==> src/design/rr_defs_config.svh <==
`ifndef RR_DEFS_CONFIG_SVH
`define RR_DEFS_CONFIG_SVH

////////////////////////////////////////////////////////////////////////////
// data path widths
////////////////////////////////////////////////////////////////////////////
// payload carried on the shell, replay and cl streams
`define RR_DATA_W 32
// recording sequence number, wraps around
`define RR_SEQ_W 8
// entries held by the log fifo before new entries are dropped
`define RR_LOG_DEPTH 4

////////////////////////////////////////////////////////////////////////////
// configuration port
////////////////////////////////////////////////////////////////////////////
`define RR_CFG_ADDR_W 8
`define RR_CFG_DATA_W 32
// mode register, wdata[0] is record enable and wdata[1] is replay enable
`define RR_ADDR_MODE 8'h00
// any write here clears the sticky overflow status
`define RR_ADDR_CLEAR 8'h04

`endif

==> src/design/rr_bus_pkg.sv <==
`include "rr_defs_config.svh"

// types that travel on the data side of the wrapper
package rr_bus_pkg;

  ////////////////////////////////////////////////////////////////////////////
  // channel payload and log word
  ////////////////////////////////////////////////////////////////////////////

  // one beat on the shell, replay or cl stream
  typedef logic [`RR_DATA_W-1:0] rr_data_t;

  // order tag of a recorded transfer
  // restarts at 0 each time record is switched on
  typedef logic [`RR_SEQ_W-1:0] rr_seq_t;

  // width of a full log word
  localparam int RR_LOG_ENTRY_W = `RR_SEQ_W + `RR_DATA_W;

  // log word layout
  //   upper RR_SEQ_W bits  -> sequence number
  //   lower RR_DATA_W bits -> recorded data
  typedef logic [RR_LOG_ENTRY_W-1:0] rr_log_entry_t;

endpackage

==> src/design/rr_ctrl_pkg.sv <==
`include "rr_defs_config.svh"

// types used on the configuration and control side
package rr_ctrl_pkg;

  ////////////////////////////////////////////////////////////////////////////
  // configuration write port
  ////////////////////////////////////////////////////////////////////////////

  // byte address of a csr
  typedef logic [`RR_CFG_ADDR_W-1:0] rr_cfg_addr_t;

  // write data, only the low bits matter for the mode register
  typedef logic [`RR_CFG_DATA_W-1:0] rr_cfg_data_t;

  ////////////////////////////////////////////////////////////////////////////
  // operating mode
  ////////////////////////////////////////////////////////////////////////////

  // encoding matches the mode register bits
  //   bit 0 -> record enable
  //   bit 1 -> replay enable
  typedef enum logic [1:0] {
    RR_PASS          = 2'b00,
    RR_RECORD        = 2'b01,
    RR_REPLAY        = 2'b10,
    RR_REPLAY_RECORD = 2'b11
  } rr_mode_e;

endpackage

==> src/design/rr_csr_decode.sv <==
`timescale 1ns/1ps
`include "rr_defs_config.svh"

module rr_csr_decode (
  input  logic                     clk,
  input  logic                     rstn,
  // host configuration writes, accepted every cycle
  input  logic                     i_cfg_valid,
  input  rr_ctrl_pkg::rr_cfg_addr_t i_cfg_addr,
  input  rr_ctrl_pkg::rr_cfg_data_t i_cfg_wdata,
  // one-cycle pulse from the log fifo when an entry is lost
  input  logic                     i_drop,
  output rr_ctrl_pkg::rr_mode_e    o_mode,
  output logic                     o_ovf
);

  import rr_ctrl_pkg::*;

  rr_mode_e mode_q;
  logic     ovf_q;
  logic     mode_wr;
  logic     clear_wr;

  ////////////////////////////////////////////////////////////////////////////
  // address decode
  ////////////////////////////////////////////////////////////////////////////
  // anything other than these two addresses is ignored
  assign mode_wr  = i_cfg_valid && (i_cfg_addr == `RR_ADDR_MODE);
  assign clear_wr = i_cfg_valid && (i_cfg_addr == `RR_ADDR_CLEAR);

  // mode register, new mode is seen by the channel select next cycle
  always_ff @(posedge clk) begin
    if (!rstn) begin
      mode_q <= RR_PASS;
    end else if (mode_wr) begin
      // low two bits map straight onto the enum encoding
      mode_q <= rr_mode_e'(i_cfg_wdata[1:0]);
    end
  end

  // sticky overflow
  // a drop in the same cycle as a clear keeps the bit set
  always_ff @(posedge clk) begin
    if (!rstn) begin
      ovf_q <= 1'b0;
    end else if (i_drop) begin
      ovf_q <= 1'b1;
    end else if (clear_wr) begin
      ovf_q <= 1'b0;
    end
  end

  assign o_mode = mode_q;
  assign o_ovf  = ovf_q;

  // mode stays a known, legal encoding out of reset
  a_mode_legal : assert property (@(posedge clk) disable iff (!rstn)
    !$isunknown(o_mode) &&
    (o_mode inside {RR_PASS, RR_RECORD, RR_REPLAY, RR_REPLAY_RECORD}));

endmodule

==> src/design/rr_channel_select.sv <==
`timescale 1ns/1ps

module rr_channel_select (
  input  logic                        clk,
  input  logic                        rstn,
  input  rr_ctrl_pkg::rr_mode_e       i_mode,
  // shell source
  input  logic                        i_sh_valid,
  input  rr_bus_pkg::rr_data_t        i_sh_data,
  output logic                        o_sh_ready,
  // replay source
  input  logic                        i_rply_valid,
  input  rr_bus_pkg::rr_data_t        i_rply_data,
  output logic                        o_rply_ready,
  // cl sink
  output logic                        o_cl_valid,
  output rr_bus_pkg::rr_data_t        o_cl_data,
  input  logic                        i_cl_ready,
  // numbered entries toward the log fifo
  output logic                        o_rec_valid,
  output rr_bus_pkg::rr_log_entry_t   o_rec_entry
);

  import rr_bus_pkg::*;
  import rr_ctrl_pkg::*;

  logic    replay_en;
  logic    record_en;
  logic    cl_xfer;
  rr_seq_t seq_q;

  ////////////////////////////////////////////////////////////////////////////
  // mode bits
  ////////////////////////////////////////////////////////////////////////////
  assign replay_en = (i_mode == RR_REPLAY) || (i_mode == RR_REPLAY_RECORD);
  assign record_en = (i_mode == RR_RECORD) || (i_mode == RR_REPLAY_RECORD);

  ////////////////////////////////////////////////////////////////////////////
  // source mux
  ////////////////////////////////////////////////////////////////////////////
  // purely combinational, no added latency toward the cl
  // the source that is not selected sees ready low and simply waits
  assign o_cl_valid   = replay_en ? i_rply_valid : i_sh_valid;
  assign o_cl_data    = replay_en ? i_rply_data  : i_sh_data;
  assign o_sh_ready   = !replay_en && i_cl_ready;
  assign o_rply_ready =  replay_en && i_cl_ready;

  // handshake on the cl side, this is what gets recorded
  assign cl_xfer = o_cl_valid && i_cl_ready;

  ////////////////////////////////////////////////////////////////////////////
  // recording
  ////////////////////////////////////////////////////////////////////////////
  // whichever source feeds the cl is the one logged,
  // so record during replay logs the replayed words
  assign o_rec_valid = record_en && cl_xfer;
  assign o_rec_entry = {seq_q, o_cl_data};

  // sequence counter
  // parked at 0 while record is off, so turning record on starts at 0
  // a mode write that keeps record on leaves it running
  // advances on every recorded beat, dropped ones too, so gaps show losses
  always_ff @(posedge clk) begin
    if (!rstn) begin
      seq_q <= '0;
    end else if (!record_en) begin
      seq_q <= '0;
    end else if (cl_xfer) begin
      seq_q <= seq_q + 1'b1;
    end
  end

  // only one source may be granted at a time
  a_one_ready : assert property (@(posedge clk) disable iff (!rstn)
    !(o_sh_ready && o_rply_ready));

endmodule

==> src/design/rr_log_writeback.sv <==
`timescale 1ns/1ps
`include "rr_defs_config.svh"

module rr_log_writeback (
  input  logic                      clk,
  input  logic                      rstn,
  // entries from the channel select, never back-pressured
  input  logic                      i_rec_valid,
  input  rr_bus_pkg::rr_log_entry_t i_rec_entry,
  // log drain stream
  output logic                      o_log_valid,
  output rr_bus_pkg::rr_log_entry_t o_log_data,
  input  logic                      i_log_ready,
  // push hit a full fifo, entry lost
  output logic                      o_drop
);

  import rr_bus_pkg::*;

  localparam int DEPTH = `RR_LOG_DEPTH;
  localparam int PTR_W = (DEPTH > 1) ? $clog2(DEPTH) : 1;
  localparam int CNT_W = $clog2(DEPTH + 1);

  // storage, contents only matter where count says they are valid
  rr_log_entry_t    mem [DEPTH];
  logic [PTR_W-1:0] wr_ptr;
  logic [PTR_W-1:0] rd_ptr;
  logic [CNT_W-1:0] count;
  logic             full;
  logic             push;
  logic             pop;

  ////////////////////////////////////////////////////////////////////////////
  // fifo control
  ////////////////////////////////////////////////////////////////////////////
  assign full = (count == CNT_W'(DEPTH));
  assign pop  = o_log_valid && i_log_ready;

  // a full fifo refuses the push even if it is popped in the same cycle,
  // older entries are never overwritten
  assign push   = i_rec_valid && !full;
  assign o_drop = i_rec_valid && full;

  always_ff @(posedge clk) begin
    if (!rstn) begin
      wr_ptr <= '0;
      rd_ptr <= '0;
      count  <= '0;
    end else begin
      if (push) begin
        wr_ptr <= (wr_ptr == PTR_W'(DEPTH - 1)) ? '0 : wr_ptr + 1'b1;
      end
      if (pop) begin
        rd_ptr <= (rd_ptr == PTR_W'(DEPTH - 1)) ? '0 : rd_ptr + 1'b1;
      end
      // push and pop together leave the count unchanged
      case ({push, pop})
        2'b10:   count <= count + 1'b1;
        2'b01:   count <= count - 1'b1;
        default: count <= count;
      endcase
    end
  end

  // entry written at edge N, visible on the output after that edge
  always_ff @(posedge clk) begin
    if (push) begin
      mem[wr_ptr] <= i_rec_entry;
    end
  end

  ////////////////////////////////////////////////////////////////////////////
  // output stream
  ////////////////////////////////////////////////////////////////////////////
  assign o_log_valid = (count != '0);
  assign o_log_data  = mem[rd_ptr];

  // a stalled head entry must not change under the consumer
  a_log_hold : assert property (@(posedge clk) disable iff (!rstn)
    o_log_valid && !i_log_ready |=> o_log_valid && $stable(o_log_data));

  // occupancy bound
  a_count_max : assert property (@(posedge clk) disable iff (!rstn)
    count <= CNT_W'(DEPTH));

endmodule

==> src/design/rr_wrapper.sv <==
`timescale 1ns/1ps

module rr_wrapper (
  input  logic                      clk,
  input  logic                      rstn,
  // configuration writes from the host
  input  logic                      i_cfg_valid,
  input  rr_ctrl_pkg::rr_cfg_addr_t i_cfg_addr,
  input  rr_ctrl_pkg::rr_cfg_data_t i_cfg_wdata,
  // shell stream in
  input  logic                      i_sh_valid,
  input  rr_bus_pkg::rr_data_t      i_sh_data,
  output logic                      o_sh_ready,
  // replay stream in
  input  logic                      i_rply_valid,
  input  rr_bus_pkg::rr_data_t      i_rply_data,
  output logic                      o_rply_ready,
  // cl stream out
  output logic                      o_cl_valid,
  output rr_bus_pkg::rr_data_t      o_cl_data,
  input  logic                      i_cl_ready,
  // log stream out
  output logic                      o_log_valid,
  output rr_bus_pkg::rr_log_entry_t o_log_data,
  input  logic                      i_log_ready,
  // sticky overflow status
  output logic                      o_ovf
);

  import rr_bus_pkg::*;
  import rr_ctrl_pkg::*;

  // csr block -> channel select
  rr_mode_e      mode;
  // channel select -> log fifo
  logic          rec_valid;
  rr_log_entry_t rec_entry;
  // log fifo -> csr block
  logic          drop;

  ////////////////////////////////////////////////////////////////////////////
  // configuration and status
  ////////////////////////////////////////////////////////////////////////////
  rr_csr_decode u_csr (
    .clk         (clk),
    .rstn        (rstn),
    .i_cfg_valid (i_cfg_valid),
    .i_cfg_addr  (i_cfg_addr),
    .i_cfg_wdata (i_cfg_wdata),
    .i_drop      (drop),
    .o_mode      (mode),
    .o_ovf       (o_ovf)
  );

  ////////////////////////////////////////////////////////////////////////////
  // shell / replay select and recording tap
  ////////////////////////////////////////////////////////////////////////////
  rr_channel_select u_sel (
    .clk          (clk),
    .rstn         (rstn),
    .i_mode       (mode),
    .i_sh_valid   (i_sh_valid),
    .i_sh_data    (i_sh_data),
    .o_sh_ready   (o_sh_ready),
    .i_rply_valid (i_rply_valid),
    .i_rply_data  (i_rply_data),
    .o_rply_ready (o_rply_ready),
    .o_cl_valid   (o_cl_valid),
    .o_cl_data    (o_cl_data),
    .i_cl_ready   (i_cl_ready),
    .o_rec_valid  (rec_valid),
    .o_rec_entry  (rec_entry)
  );

  ////////////////////////////////////////////////////////////////////////////
  // log buffering
  ////////////////////////////////////////////////////////////////////////////
  rr_log_writeback u_wb (
    .clk         (clk),
    .rstn        (rstn),
    .i_rec_valid (rec_valid),
    .i_rec_entry (rec_entry),
    .o_log_valid (o_log_valid),
    .o_log_data  (o_log_data),
    .i_log_ready (i_log_ready),
    .o_drop      (drop)
  );

endmodule

==> config.mk <==
export PLATFORM = sky130hd
export DESIGN_NAME = rr_wrapper
export DESIGN_NICKNAME = d
export VERILOG_FILES = /design/src/design/rr_bus_pkg.sv /design/src/design/rr_ctrl_pkg.sv /design/src/design/rr_csr_decode.sv /design/src/design/rr_channel_select.sv /design/src/design/rr_log_writeback.sv /design/src/design/rr_wrapper.sv
export VERILOG_INCLUDE_DIRS = /design/src /design/src/design
export SDC_FILE = /design/constraint.sdc
export NUM_CORES = 1
export LEC_CHECK = 0
export BUFFER_PORTS_ARGS = -buffer_cell sky130_fd_sc_hd__buf_2
export CAP_MARGIN = 20
export CORE_UTILIZATION = 48
export DETAILED_ROUTE_END_ITERATION = 7
export PLACE_DENSITY = 0.76
export SLEW_MARGIN = 20
export SYNTH_ARGS = -nofsm -noshare
export SYNTH_HDL_FRONTEND = slang
export SYNTH_SLANG_ARGS = --single-unit
==> constraint.sdc <==
create_clock -name clk -period 2.2 [get_ports clk]
set_input_delay 0.22 -clock clk [delete_from_list [all_inputs] [get_ports clk]]
set_output_delay 0.22 -clock clk [all_outputs]
set_load 0.005 [all_outputs]
==> impl_results.md <==
- Share of cells above drive strength 1: 53.36%
- Synthesized net count: 511
- Multi-input gate area: 1886 µm²
- Area leader, netlist: edfxtp_1
- Via density per instance: 5.314
- Max-slew headroom: 67.22%
- Placer Congestion: 0.7199
- Worst Setup End Kind: flip-flop
- Final Instance Count excl. Fillers: 739
- CTS Hold Bufs: 0
- Crit-path max FO: 2
- CTS H-tree lvls: 4
- CTS tree: yes
- Final hold vios: 0
- Area contributors post-synth: edfxtp_1 65%, mux4_2 12%, dfxtp_1 5.4%, mux2_2 4.9%, buf_4 3.3%
- Power per Cell Area: 770.1 nW/µm²
- Layout area overhead: 21.20%
- WS Path Type: reg2reg
- Final Instance Area: 8985 µm²
- Die H: 126.3 µm
- Critical path origin: u_csr.o_mode[1]
- Vias post-DR: 3,927
- Clk slew on worst S/H paths: 70 ps
- Syn Area/Cell: 18.91 µm²
- Clk buf depth: 2
- Unrepaired setup endpoints after global routing: true
- Initial Util: 48.95%
- DPL Wire Length: 8390 µm
- Die ar.: 15,950 µm²
- Root buffer cell: clkbuf_16
- Flop-to-flop setup slack: 120 ps
- Cells after DPL: 706
- Synthesized flop and latch total: 180
- Setup violators final: 0
- DP Area: 8343 µm²
- Drt wl/cell: 17.85 µm
- Leakage: 3.246 nW
- Initial antenna violation count: 0
- Num Clock Sinks: 180
- DIE WIDTH: 126.3 µm
- FMAX: 0.4802 GHz
- Synth warn: 0
- Global-route wire length before repair: 20,420 µm
- Worst-margin pin slew: 491.7 ps
- Grt ovf: 0
- Clock Latency Late Sink: 430 ps
- Clock Skews: 9.679 ps
- Min-delay src: i_cfg_wdata[1]
- Startpoint types: flip-flop
- Area occupied by registers: 5218 µm²
- Post-Syn Area: 7413 µm²
- Maximum VDD drop: 0.5568 mV
- Row count: 45
- Vias in the first global route: 3,860
- IO Port Bufs: 157
- Fin nets: 657
- Cell variety after synth: 36
- Critical Path AT: 2440 ps
- Seq/Total Area, Yosys: 70.21%
- Max-cap violations: 0
- I/O Pins: 188
- Top cell type's share of synthesized area: 64.81%
- Gr usage total: 17.71%
- Drt first pass iters: 4
- Post-Route Utilization: 59.32%
- Part of the cycle the worst path needs: 94.66%
- Tmin final: 2083 ps
- Core area: 15,150 µm²
- ANT nets after route: 0
- FILL cells: 1,120
- Drc violations: 0
- 1st-iter DRT viols: 300
- Status: complete, no violations
- Largest net degree at the start of global routing: 37
- Worst R2R Start: u_csr.o_mode[1]
- Final max-slew violation count: 0
- WP data required: 2560 ps
- Total CTS buffers: 17
- N_diodes: 0
- Drt total wl: 13,190 µm
- Hold Crit Class: in2reg
- Cells after Synth: 392
-- power by group --
group / internal, mW / switching (mW)
combinational: 0.100 / 0.0868
sequential: 3.70 / 0.000130
clock: 1.81 / 1.22
total: 5.61 / 1.31
-- synth_stat cells --
cell type / instances
inv_2: 1
inv_1: 9
mux2_2: 32
buf_4: 33
and2_1: 8
nor4b_2: 1
and3b_1: 1
or4_1: 4
edfxtp_1: 160
xnor2_1: 1
ha_1: 7
xor2_1: 1
mux2i_1: 6
dfxtp_1: 20
nor4b_4: 1
a31oi_1: 1
nor2_1: 2
nand2b_1: 1
clkbuf_1: 9
nor3b_1: 1
or3_1: 5
a41o_1: 1
nor4_1: 1
buf_2: 5
a21oi_1: 7
nor2b_1: 1
nand4_1: 1
mux4_2: 40
mux2i_2: 1
nand3_1: 3
o31ai_1: 5
nor4b_1: 1
a21boi_0: 2
nand2_1: 14
fa_1: 1
o21ai_0: 5
-- what timing repair did --
item / in CTS / in global routing
setup buffers: 0 / 1
setup endpoints to repair: 0 / 7
gates resized for setup: 0 / 8
-- state kept, by name (all words and copies together), names as in the netlist, named ones only --
register	flops
u_wb.mem	160
u_sel.seq_q	8
u_wb.count	3
u_csr.o_mode	2
u_wb.rd_ptr	2
u_wb.wr_ptr	2
u_csr.o_ovf	1
-- critical path: stages (launching register included) --
cell	delay, ps
dfxtp_2	360
mux2i_4	270
nor4b_4	80
inv_1	60
ha_2	180
inv_1	50
fa_1	370
xor2_1	170
or3_1	330
a21boi_1	130
-- layer usage --
metal | part of all wire (%) | vias up | track usage (%)
met1 | 43 | 1961 | 21.37
met5 | 0 | - | 0
met2 | 51 | 126 | 29.74
met3 | 4.9 | 22 | 4.885
li1 | - | 1818 | -
met4 | 1.9 | 0 | 8.150
-- cell usage in the layout, fill, tap and decap left out, types with 6 or more instances in the layout --
master,synthesis,final
edfxtp_1,160,160
buf_2,5,157
mux4_2,40,40
mux2_2,32,32
clkbuf_16,0,21
nand2_1,14,14
dfxtp_1,20,14
buf_4,33,10
inv_1,9,9
a21oi_1,7,7
mux2i_1,6,6
ha_1,7,6
buf_12,0,6
-- area by class of cell --
cell class / instances / area share [%]
Clock buffer: 24 / 6.308
Clock inverter: 8 / 0.5570
Inverter: 10 / 0.4178
Multi-Input combinational cell: 155 / 20.99
Sequential cell: 180 / 58.07
Tap cell: 188 / 2.618
Timing Repair Buffer: 174 / 11.04
-- kinds of logic after synthesis --
group                    after synthesis  synth area share [%]
flip-flops                           180                 70.21
multiplexers                          79                 18.01
buffers and inverters                 57                 4.641
AND/OR/NAND/NOR                       45                 3.713
AO/OA/AOI/OAI                         21                 1.738
adder cells (fa/ha/maj)                8                 1.451
XOR/XNOR                               2                0.2363
-- stage by stage --
step | hold slack, ps | total power, mW | setup WS, ps | TNS (ps)
2_1_floorplan | 362.2 | 3.886 | 55.53 | 0
5_1_grt | 28.57 | 7.124 | -10.53 | -10.53
3_5_place_dp | 481.0 | 3.963 | 32.08 | 0
3_3_place_gp | 477.9 | 3.952 | 119.9 | 0
6_report | 30.18 | 6.920 | 117.4 | 0
4_1_cts | 15.31 | 6.986 | 3.434 | 0
-- final timing paths --
check                    endpoint  cells after the start
setup / recovery    u_wb.count[2]                      9
hold / removal    u_csr.o_mode[1]                      3
setup reg to reg    u_wb.count[2]                      9
hold reg to reg    u_wb.wr_ptr[1]                      2
No activity file was read; power rests on OpenSTA's default activity.
